## config.mk

```make
export PLATFORM = sky130hd
export DESIGN_NAME = dynaq_datapath
export DESIGN_NICKNAME = d
export VERILOG_FILES = /design/src/hw/dynaq_data_pkg.sv /design/src/hw/dynaq_policy_pkg.sv /design/src/hw/state_capture.sv /design/src/hw/q_update.sv /design/src/hw/action_select.sv /design/src/hw/episode_control.sv /design/src/hw/dynaq_datapath.sv
export VERILOG_INCLUDE_DIRS = /design/src /design/src/include
export SDC_FILE = /design/constraint.sdc
export NUM_CORES = 2
export LEC_CHECK = 0
export BUFFER_PORTS_ARGS = -buffer_cell sky130_fd_sc_hd__buf_4
export CORE_UTILIZATION = 33
export CTS_BUF_LIST = sky130_fd_sc_hd__clkbuf_8 sky130_fd_sc_hd__clkbuf_16
export CTS_CLUSTER_SIZE = 30
export DETAILED_ROUTE_END_ITERATION = 7
export PLACE_DENSITY_LB_ADDON = 0.1
export SLEW_MARGIN = 20
export SYNTH_ARGS = -nofsm -noshare
export SYNTH_HDL_FRONTEND = slang
export SYNTH_SLANG_ARGS = --single-unit
export TNS_END_PERCENT = 10
```

## constraint.sdc

```tcl
create_clock -name clk -period 7.04 [get_ports clk]
set_clock_uncertainty 0.15 [all_clocks]
set_input_delay 1.408 -clock clk [delete_from_list [all_inputs] [get_ports clk]]
set_output_delay 1.408 -clock clk [all_outputs]
set_load 0.02 [all_outputs]
```

## src/include/dynaq_params.svh

```systemverilog
`ifndef DYNAQ_PARAMS_SVH
`define DYNAQ_PARAMS_SVH

// grid and reward widths
`define DQ_LOCATION_W 6
`define DQ_REWARD_W 11
`define DQ_STEP_W 10

// q-values are signed fixed point with 16 fraction bits
`define DQ_DATA_W 64
`define DQ_FRAC_W 16

// discount factor, about 0.85 in q16
`define DQ_GAMMA 55705

// exploration threshold and random word share one width
`define DQ_EPSILON_W 17
`define DQ_EPSILON_START 120
`define DQ_EPSILON_DEC 10

// episode length limit and lfsr start value
`define DQ_MAX_STEPS 1023
`define DQ_LFSR_SEED 1

`endif

```

## src/hw/dynaq_data_pkg.sv

```systemverilog
`include "dynaq_params.svh"

package dynaq_data_pkg;

  // one grid cell
  typedef logic [`DQ_LOCATION_W-1:0] location_t;

  // signed reward from the environment
  // goal reward has all lower ten bits set
  typedef logic signed [`DQ_REWARD_W-1:0] reward_t;

  // signed q16 value
  typedef logic signed [`DQ_DATA_W-1:0] qvalue_t;

endpackage

```

## src/hw/dynaq_policy_pkg.sv

```systemverilog
`include "dynaq_params.svh"

package dynaq_policy_pkg;

  // move 0 to 3
  typedef logic [1:0] action_t;

  // exploration threshold
  typedef logic [`DQ_EPSILON_W-1:0] epsilon_t;

  // steps taken in this episode
  typedef logic [`DQ_STEP_W-1:0] step_t;

  // lfsr word
  typedef logic [`DQ_EPSILON_W-1:0] rand_t;

endpackage

```

## src/hw/state_capture.sv

```systemverilog
`timescale 1ns/100ps

module state_capture (
  input  logic                        clk,
  input  logic                        reset,
  input  logic                        qvalue_en,
  input  logic                        reward_en,
  input  logic                        current_location_en,
  input  logic                        next_location_en,
  input  logic                        location_select,
  input  dynaq_data_pkg::location_t   start_location,
  input  dynaq_data_pkg::location_t   env_next_location,
  input  dynaq_data_pkg::qvalue_t     qvalue_0,
  input  dynaq_data_pkg::qvalue_t     qvalue_1,
  input  dynaq_data_pkg::qvalue_t     qvalue_2,
  input  dynaq_data_pkg::qvalue_t     qvalue_3,
  input  dynaq_data_pkg::reward_t     reward,
  output dynaq_data_pkg::location_t   current_location,
  output dynaq_data_pkg::location_t   next_location,
  output dynaq_data_pkg::qvalue_t     q_0,
  output dynaq_data_pkg::qvalue_t     q_1,
  output dynaq_data_pkg::qvalue_t     q_2,
  output dynaq_data_pkg::qvalue_t     q_3,
  output dynaq_data_pkg::reward_t     reward_q
);

  import dynaq_data_pkg::*;

  location_t current_location_d;
  location_t next_location_d;

  // select 0 starts an episode at the start cell
  // select 1 moves one cell forward
  assign current_location_d = location_select ? next_location : start_location;
  assign next_location_d    = location_select ? env_next_location : start_location;

  // q-values of the current state, all four actions
  always_ff @(posedge clk or negedge reset) begin
    if (!reset) begin
      q_0 <= '0;
      q_1 <= '0;
      q_2 <= '0;
      q_3 <= '0;
    end else if (qvalue_en) begin
      q_0 <= qvalue_0;
      q_1 <= qvalue_1;
      q_2 <= qvalue_2;
      q_3 <= qvalue_3;
    end
  end

  always_ff @(posedge clk or negedge reset) begin
    if (!reset) begin
      reward_q <= '0;
    end else if (reward_en) begin
      reward_q <= reward;
    end
  end

  // location pair, separate enables
  always_ff @(posedge clk or negedge reset) begin
    if (!reset) begin
      current_location <= '0;
      next_location    <= '0;
    end else begin
      if (current_location_en)
        current_location <= current_location_d;
      if (next_location_en)
        next_location <= next_location_d;
    end
  end

endmodule

```

## src/hw/q_update.sv

```systemverilog
`timescale 1ns/100ps

`include "dynaq_params.svh"

module q_update (
  input  logic                          clk,
  input  logic                          reset,
  input  logic                          max_en,
  input  logic                          g_en,
  input  logic                          g_select,
  input  dynaq_data_pkg::qvalue_t       q_0,
  input  dynaq_data_pkg::qvalue_t       q_1,
  input  dynaq_data_pkg::qvalue_t       q_2,
  input  dynaq_data_pkg::qvalue_t       q_3,
  input  dynaq_data_pkg::reward_t       reward_q,
  output dynaq_policy_pkg::action_t     greedy_action,
  output dynaq_data_pkg::qvalue_t       qtable_data
);

  import dynaq_data_pkg::*;

  localparam qvalue_t gamma_q = qvalue_t'(`DQ_GAMMA);

  qvalue_t max_01;
  qvalue_t max_23;
  qvalue_t max_value;
  qvalue_t max_q;
  qvalue_t reward_ext;
  qvalue_t product;
  qvalue_t sum;
  logic    pick_1;
  logic    pick_3;
  logic    pick_hi;
  logic signed [2*`DQ_DATA_W-1:0] product_full;
  logic signed [2*`DQ_DATA_W-1:0] product_shift;

  // two-level signed compare tree
  // strict greater-than so ties keep the lower index
  assign pick_1  = q_1 > q_0;
  assign pick_3  = q_3 > q_2;
  assign max_01  = pick_1 ? q_1 : q_0;
  assign max_23  = pick_3 ? q_3 : q_2;
  assign pick_hi = max_23 > max_01;

  assign max_value     = pick_hi ? max_23 : max_01;
  assign greedy_action = pick_hi ? {1'b1, pick_3} : {1'b0, pick_1};

  // gamma times max in full width then back to q16
  assign product_full  = max_q * gamma_q;
  assign product_shift = product_full >>> `DQ_FRAC_W;
  assign product       = product_shift[`DQ_DATA_W-1:0];

  // integer reward aligned to the q16 point
  assign reward_ext = qvalue_t'(reward_q);
  // wraps on overflow
  assign sum        = (reward_ext <<< `DQ_FRAC_W) + qtable_data;

  always_ff @(posedge clk or negedge reset) begin
    if (!reset) begin
      max_q <= '0;
    end else if (max_en) begin
      max_q <= max_value;
    end
  end

  // target takes the product first and then the reward on top
  always_ff @(posedge clk or negedge reset) begin
    if (!reset) begin
      qtable_data <= '0;
    end else if (g_en) begin
      qtable_data <= g_select ? sum : product;
    end
  end

  // target source must be known whenever it loads
  a_g_select_known: assert property (
    @(posedge clk) disable iff (!reset) g_en |-> !$isunknown(g_select));

endmodule

```

## src/hw/action_select.sv

```systemverilog
`timescale 1ns/100ps

`include "dynaq_params.svh"

module action_select (
  input  logic                          clk,
  input  logic                          reset,
  input  logic                          rng_en,
  input  logic                          action_en,
  input  dynaq_policy_pkg::action_t     greedy_action,
  input  dynaq_policy_pkg::epsilon_t    epsilon,
  output dynaq_policy_pkg::action_t     action
);

  import dynaq_policy_pkg::*;

  rand_t   lfsr;
  logic    feedback;
  logic    explore;
  action_t random_action;
  action_t next_action;

  // fibonacci taps 17 and 14
  assign feedback = lfsr[16] ^ lfsr[13];

  // low 7 bits against epsilon decide explore vs exploit
  assign explore       = epsilon_t'(lfsr[6:0]) < epsilon;
  // bits 8:7 are independent of the compare bits
  assign random_action = lfsr[8:7];
  assign next_action   = explore ? random_action : greedy_action;

  always_ff @(posedge clk or negedge reset) begin
    if (!reset) begin
      lfsr <= rand_t'(`DQ_LFSR_SEED);
    end else if (rng_en) begin
      lfsr <= {lfsr[15:0], feedback};
    end
  end

  always_ff @(posedge clk or negedge reset) begin
    if (!reset) begin
      action <= '0;
    end else if (action_en) begin
      action <= next_action;
    end
  end

  // all-zero state would lock the lfsr
  a_lfsr_nonzero: assert property (
    @(posedge clk) disable iff (!reset) lfsr != '0);

endmodule

```

## src/hw/episode_control.sv

```systemverilog
`timescale 1ns/100ps

`include "dynaq_params.svh"

module episode_control (
  input  logic                          clk,
  input  logic                          reset,
  input  logic                          step_en,
  input  logic                          step_select,
  input  logic                          epsilon_decay_en,
  input  logic                          episode_end,
  input  dynaq_data_pkg::reward_t       reward_q,
  output dynaq_policy_pkg::step_t       step_count,
  output dynaq_policy_pkg::epsilon_t    epsilon,
  output logic                          done,
  output logic                          completed
);

  import dynaq_policy_pkg::*;

  step_t    step_next;
  logic     goal;
  epsilon_t epsilon_dec;

  assign step_next = step_count + step_t'(1);

  // goal reward marked by the low ten bits all set
  assign goal = &reward_q[`DQ_REWARD_W-2:0];
  // episode ends at goal or on the last step
  assign done = goal || (step_next == step_t'(`DQ_MAX_STEPS));

  // saturate at zero
  assign epsilon_dec = (epsilon < epsilon_t'(`DQ_EPSILON_DEC)) ? '0
                     : epsilon - epsilon_t'(`DQ_EPSILON_DEC);

  always_ff @(posedge clk or negedge reset) begin
    if (!reset) begin
      step_count <= '0;
    end else if (step_en) begin
      step_count <= step_select ? step_next : '0;
    end
  end

  // less exploring after each goal
  always_ff @(posedge clk or negedge reset) begin
    if (!reset) begin
      epsilon <= epsilon_t'(`DQ_EPSILON_START);
    end else if (epsilon_decay_en && goal) begin
      epsilon <= epsilon_dec;
    end
  end

  // sticky until reset
  always_ff @(posedge clk or negedge reset) begin
    if (!reset) begin
      completed <= 1'b0;
    end else if ((epsilon == '0) && done && episode_end) begin
      completed <= 1'b1;
    end
  end

  a_completed_sticky: assert property (
    @(posedge clk) disable iff (!reset) completed |=> completed);

  a_epsilon_bound: assert property (
    @(posedge clk) disable iff (!reset) epsilon <= epsilon_t'(`DQ_EPSILON_START));

endmodule

```

## src/hw/dynaq_datapath.sv

```systemverilog
`timescale 1ns/100ps

module dynaq_datapath (
  input  logic                          clk,
  input  logic                          reset,
  input  logic                          qvalue_en,
  input  logic                          reward_en,
  input  logic                          current_location_en,
  input  logic                          next_location_en,
  input  logic                          location_select,
  input  logic                          max_en,
  input  logic                          g_en,
  input  logic                          g_select,
  input  logic                          rng_en,
  input  logic                          action_en,
  input  logic                          step_en,
  input  logic                          step_select,
  input  logic                          epsilon_decay_en,
  input  logic                          episode_end,
  input  dynaq_data_pkg::location_t     start_location,
  input  dynaq_data_pkg::location_t     env_next_location,
  input  dynaq_data_pkg::qvalue_t       qvalue_0,
  input  dynaq_data_pkg::qvalue_t       qvalue_1,
  input  dynaq_data_pkg::qvalue_t       qvalue_2,
  input  dynaq_data_pkg::qvalue_t       qvalue_3,
  input  dynaq_data_pkg::reward_t       reward,
  output dynaq_data_pkg::location_t     current_location,
  output dynaq_data_pkg::location_t     next_location,
  output dynaq_policy_pkg::step_t       step_count,
  output dynaq_data_pkg::qvalue_t       qtable_data,
  output dynaq_policy_pkg::action_t     action,
  output logic                          done,
  output logic                          completed
);

  import dynaq_data_pkg::*;
  import dynaq_policy_pkg::*;

  // captured observation
  qvalue_t  q_0;
  qvalue_t  q_1;
  qvalue_t  q_2;
  qvalue_t  q_3;
  reward_t  reward_q;
  // policy side
  action_t  greedy_action;
  epsilon_t epsilon;

  state_capture u_state_capture (
    .clk                 (clk),
    .reset               (reset),
    .qvalue_en           (qvalue_en),
    .reward_en           (reward_en),
    .current_location_en (current_location_en),
    .next_location_en    (next_location_en),
    .location_select     (location_select),
    .start_location      (start_location),
    .env_next_location   (env_next_location),
    .qvalue_0            (qvalue_0),
    .qvalue_1            (qvalue_1),
    .qvalue_2            (qvalue_2),
    .qvalue_3            (qvalue_3),
    .reward              (reward),
    .current_location    (current_location),
    .next_location       (next_location),
    .q_0                 (q_0),
    .q_1                 (q_1),
    .q_2                 (q_2),
    .q_3                 (q_3),
    .reward_q            (reward_q)
  );

  q_update u_q_update (
    .clk           (clk),
    .reset         (reset),
    .max_en        (max_en),
    .g_en          (g_en),
    .g_select      (g_select),
    .q_0           (q_0),
    .q_1           (q_1),
    .q_2           (q_2),
    .q_3           (q_3),
    .reward_q      (reward_q),
    .greedy_action (greedy_action),
    .qtable_data   (qtable_data)
  );

  action_select u_action_select (
    .clk           (clk),
    .reset         (reset),
    .rng_en        (rng_en),
    .action_en     (action_en),
    .greedy_action (greedy_action),
    .epsilon       (epsilon),
    .action        (action)
  );

  episode_control u_episode_control (
    .clk              (clk),
    .reset            (reset),
    .step_en          (step_en),
    .step_select      (step_select),
    .epsilon_decay_en (epsilon_decay_en),
    .episode_end      (episode_end),
    .reward_q         (reward_q),
    .step_count       (step_count),
    .epsilon          (epsilon),
    .done             (done),
    .completed        (completed)
  );

endmodule

```

======== After elaboration in Yosys (flattened, before gate mapping) ========
Index checks and enable logic that the tools add are counted.
word-level totals
  logic and storage cells ................. 41
  bits in registers ....................... 454
  output and inout port bits .............. 90
  input bits .............................. 295
operators by class
  magnitude comparators ................... 5
  muxes and demuxes ....................... 10
  bitwise logic cells ..................... 1
  reduce and logical (&&, ||, !) cells .... 6
  add/subtract/negate cells ............... 3
  eq/ne operators ......................... 1
  multiply operators ...................... 1
operators by type and width
  cell                      number
  $mux W64                  4
  $gt A64 B64 Y1            3
  $mul A64 B17 Y80 const B  1
  $add A27 B64 Y64          1
  $logic_not A17 Y1         1
  $lt A17 B4 Y1 const B     1
  $lt A7 B17 Y1             1
  $mux W17                  1
  $sub A17 B4 Y17 const B   1
  $mux W6                   2
  $add A10 B1 Y10 const B   1
  $eq A10 B10 Y1 const B    1
  $mux W10                  1
  $reduce_and A10 Y1        1
  $mux W2                   2
  $logic_and A1 B1 Y1       3
  $logic_or A1 B1 Y1        1
  $xor A1 B1 Y1             1

======== Longest topological paths before layout ========
  depth after elaboration ................. 5
  depth in mapped cells ................... 31
  depth with buffers taken out ............ 25

======== Modules after synthesis ========
A second synthesis with hierarchy kept.
second synthesis, totals
  cells, all modules ...................... 4589
  area, all modules ....................... 45777.7 um^2
by module, submodules not included
  module           cells an instance  area each (um^2)  instances  sequential area each (um^2)
  q_update         3737               32747.7           1          3203.1
  state_capture    614                10538.9           1          6981.7
  episode_control  163                1547.7            1          680.7
  action_select    75                 943.4             1          476.7

======== Worst setup path before layout ========
Ideal clock, no wire load.
  kind .................................... reg2reg
  start ................................... register u_q_update.max_q[12]
  end ..................................... register u_q_update.qtable_data[46]
  required time ........................... 6.764 ns
  library setup time ...................... 0.126 ns
  arrival time ............................ 5.890 ns
  stages on the path, launching flop included .. 21
  path slack .............................. 0.874 ns
  cell sequence ........................... dfrtp_1 > ha_1 > inv_1 > fa_1 > fa_1 > fa_1 > fa_1 > fa_1 > inv_1 > ha_1 > a21o_1 > a21o_1 > a221oi_1 > o221a_2 > nor2_1 > nor3_1 > a21oi_2 > a221oi_2 > o21ai_1 > xnor2_1 > a221o_1
on the way
  cells in the longest elaborated chain, start to end .. 2
ends and longest elaborated chain
  element                 line            text
  from (decl)             q_update.sv:27  qvalue_t max_q;
  from (signal assigned)  q_update.sv:62  max_q <= max_value;
  $mul A64 B17 Y80        q_update.sv:49  assign product_full = max_q * gamma_q;
  $mux W64                q_update.sv:71  qtable_data <= g_select ? sum : product;
  to (signal assigned)    q_update.sv:71
  to (decl)               q_update.sv:17  output dynaq_data_pkg::qvalue_t qtable_data
No other way between the ends.
A chain may end at the register's enable or synchronous reset.

======== Worst setup path in the final report ========
  start ................................... register u_q_update.max_q[34]
  end ..................................... register u_q_update.qtable_data[57]
The elaborated chain is that of the path after synthesis.

==> metrics.md <==
| Metric | Value |
|---|---|
| CP max FO | `5` |
| Worst EP arrival | `between 7 and 8 ns` |
| Slew Viols, Final | `0` |
| Number of diodes | `0` |
| Post-route setup slack | `0.255 ns` |
| Crit-path cells | `ha_1, inv_1, fa_1, fa_1, fa_1, fa_1, fa_1, inv_1, ha_1, nand4_1, or3_4, or4_1, a21oi_1, nor3_2, buf_4, o2111ai_1, buf_4, a41oi_1, xnor2_1, a221o_1` |
| Clk_lat worst skew | `0.72 ns` |
| Post-synthesis compound-gate area fraction | `15.3%` |
| First-pass GRT wire length | `246000 µm` |
| Drt via density | `5.09` |
| Synth unique cells | `83` |
| Number of global-route vias before repair | `38100` |
| Worst-Margin Slew | `just over 1 ns` |
| Largest net degree at the start of global routing | `about 200` |
| Nets | `6672` |
| Main combinational cell family by area after synthesis | `adder cells` |
| Buffers added on ports | `roughly 380` |
| Final setup fails | `0` |
| I/O pin cnt | `385` |
| Yosys warnings | `0` |
| Iteration-0 DRC Markers | `2708` |
| H-tree levels | `2` |
| Slowest CP cell | `dfrtp_1` |
| Crit path kind | `reg2reg` |
| Via count | `37200` |
| CTS tree | `yes` |
| Total CTS buffers | `59` |
| Cts hold-fix bufs | `0` |
| Initial core utilization | `33.3%` |
| Worst Hold Class | `reg2reg` |
| Die width | `377 µm` |
| DP Worst Slack | `-0.158 ns` |
| Crit-path max cell delay | `approximately 0.57 ns` |
| FP Rows | `137` |
| Area of the mapped netlist | `0.0465 mm²` |
| Die area | `0.142 mm²` |
| Rel. slew slack | `32.3%` |
| Setup_tns | `0 ns` |
| CP startpoint kind | `register` |
| Post-synthesis sequential area ratio | `between 20% and 30%` |
| DR WL/cell | `22.1 µm` |
| Ys async rst share | `100%` |
| CP required | `7.42 ns` |
| Layout fillers | `14200` |
| ANT nets after route | `0` |
| Max Clock Freq | `0.147 GHz` |
| Post-Synth Simple-Gate Area | `a little under an eighth` |
| DRC viols | `0` |
| Adder-Cell Fraction of Synth Area | `33.9%` |
| Post-route clock period utilization | `96.4%` |
| Synth Register Bits | `453` |
| Clk sinks | `453` |
| Clock Path Buffers | `3` |
| First-pass detailed-route iteration total | `7` |
| Layout Utilization | `a little under 40%` |
| Cell family with most CP delay | `adder cells` |
| Final Hold Vio Count | `0` |
| Root Buffer | `clkbuf_16` |
| Mapped Nets | `6300` |
| Synth Flop Type | `dfrtp_1` |
| Final min period | `6.79 ns` |
| Post-synthesis mux area share | `around 4%` |
| Clock transition at the registers of the reported paths | `about 0.060 ns` |
| Die H | `approximately 380 µm` |
| Post-Synth XOR/XNOR Area | `2.00%` |
| RSZ-0062 raised after global routing | `yes` |
| Syn-to-layout area delta | `16.5%` |
| Status | `finished, final reports clean` |
| Total global routing overflow | `0` |
| WP buf/inv | `4` |
| Share of cells above drive strength 1 | `15.5%` |
| Drt total wl | `roughly 160000 µm` |
| Core area | `0.140 mm²` |
| Post-detail-place hpwl | `132000 µm` |
| Post-synth EDFFs | `0` |
| Initial antenna violation count | `9` |
| Max Cap Viol | `0` |
| Tot GR Track Use | `22.7%` |
| RePlAce Congestion | `between 0.8 and 0.9` |
| CP Capture Type | `register` |
| Syn_area_per_cell | `9.28 µm²` |
| Cells after Synth | `5010` |
| Final hold slack | `0.326 ns` |
| Most used cell, CP | `fa_1` |
[metrics by stage]
stage               instances  area (µm²)
floorplan                5010       46500
global placement         7192       52000
detailed placement       7192       52000
CTS                      7299       54000
global route             7304       54200
finish                   7304       54200
[cells by family (layout without fill, tap and decap cells)]
| group | after synthesis | count (layout) |
|---|---|---|
| AND/OR/NAND/NOR | 1108 | 1108 |
| AO/OA/AOI/OAI | 1105 | 1105 |
| buffers and inverters | 1077 | 1495 |
| adder cells (fa/ha/maj) | 995 | 995 |
| flip-flops | 453 | 453 |
| multiplexers | 166 | 166 |
| XOR/XNOR | 106 | 106 |
[layout by cell type, fill, tap and decap left out, types with 59 or more instances in the layout]
cell,n
xnor2_1,69
inv_1,872
mux2_2,156
nor2b_1,88
a21o_1,158
nand3_1,173
ha_1,550
clkbuf_16,59
dfrtp_1,438
nand4_1,70
buf_4,512
a41o_1,63
o221ai_1,68
or3_1,79
a21oi_1,294
nor2_1,221
nand2_1,334
o21ai_0,316
fa_1,441
[path summary, 6_finish.rpt]
check                           cells after the start  slack [ns]                        start                                  end
worst max-delay path                               20        0.25         u_q_update.max_q[34]           u_q_update.qtable_data[57]
worst max register to register                     20        0.25         u_q_update.max_q[34]           u_q_update.qtable_data[57]
max in group asynchronous                           2        4.73                        reset              u_state_capture.q_2[59]
worst min-delay path                                1        0.33  u_episode_control.completed          u_episode_control.completed
worst min register to register                      1        0.33  u_episode_control.completed          u_episode_control.completed
min in group asynchronous                           1        0.56                        reset  u_state_capture.current_location[5]
[layer usage]
metal	global-route usage [%]	part of all wire (%)
met1	34.8	51
met5	0	0.014
met2	33.9	42
met4	4.52	1.9
met3	2.80	5.1
[timing repair]
item,4_1_cts,5_1_grt
setup buffers,0,5
gates resized for setup,1,27
pin swaps,0,3
endpoints found under the setup margin,1,53
gates cloned,0,0
[state kept, by name, indices dropped and copies added, names as in the netlist, 11 cells and up]
register and flops:
u_q_update.max_q 64, u_q_update.qtable_data 64, u_state_capture.q_0 64, u_state_capture.q_1 64, u_state_capture.q_2 64, u_state_capture.q_3 64
u_action_select.lfsr 17, u_episode_control.epsilon 16, u_state_capture.reward_q 11
[synth_stat cells (29+ instances only)]
| master | n | share of area, % |
|---|---|---|
| a41o_1 | 63 | 1.4 |
| ha_1 | 554 | 15 |
| a21o_1 | 158 | 2.6 |
| o221ai_1 | 68 | 1.3 |
| xor2_1 | 37 | 0.70 |
| mux2_2 | 156 | 3.8 |
| xnor2_1 | 69 | 1.3 |
| or3_1 | 81 | 1.1 |
| nand2_1 | 335 | 2.7 |
| dfrtp_1 | 448 | 24 |
| nand3_1 | 173 | 1.9 |
| nor2b_1 | 88 | 1.2 |
| inv_1 | 862 | 7.0 |
| a21oi_1 | 296 | 3.2 |
| nand4_1 | 70 | 0.94 |
| nor2_1 | 221 | 1.8 |
| clkbuf_1 | 161 | 1.3 |
| nor3_1 | 40 | 0.43 |
| o21bai_1 | 29 | 0.47 |
| fa_1 | 441 | 19 |
| o21ai_0 | 317 | 3.4 |
[cell type report]
type	count	area (µm²)	share of cell area, %
well taps	1876	2350	4.33
repair buffers	525	4090	7.56
clock inverters	41	425	0.786
flip-flops and latches	453	11400	21.0
multi-input cells	3480	31100	57.5
clock buffers	66	1570	2.90
inverters	863	3240	5.98
Power is not shown: default switching activity piles up to over one toggle a cycle in this logic, so the estimate is an artifact.
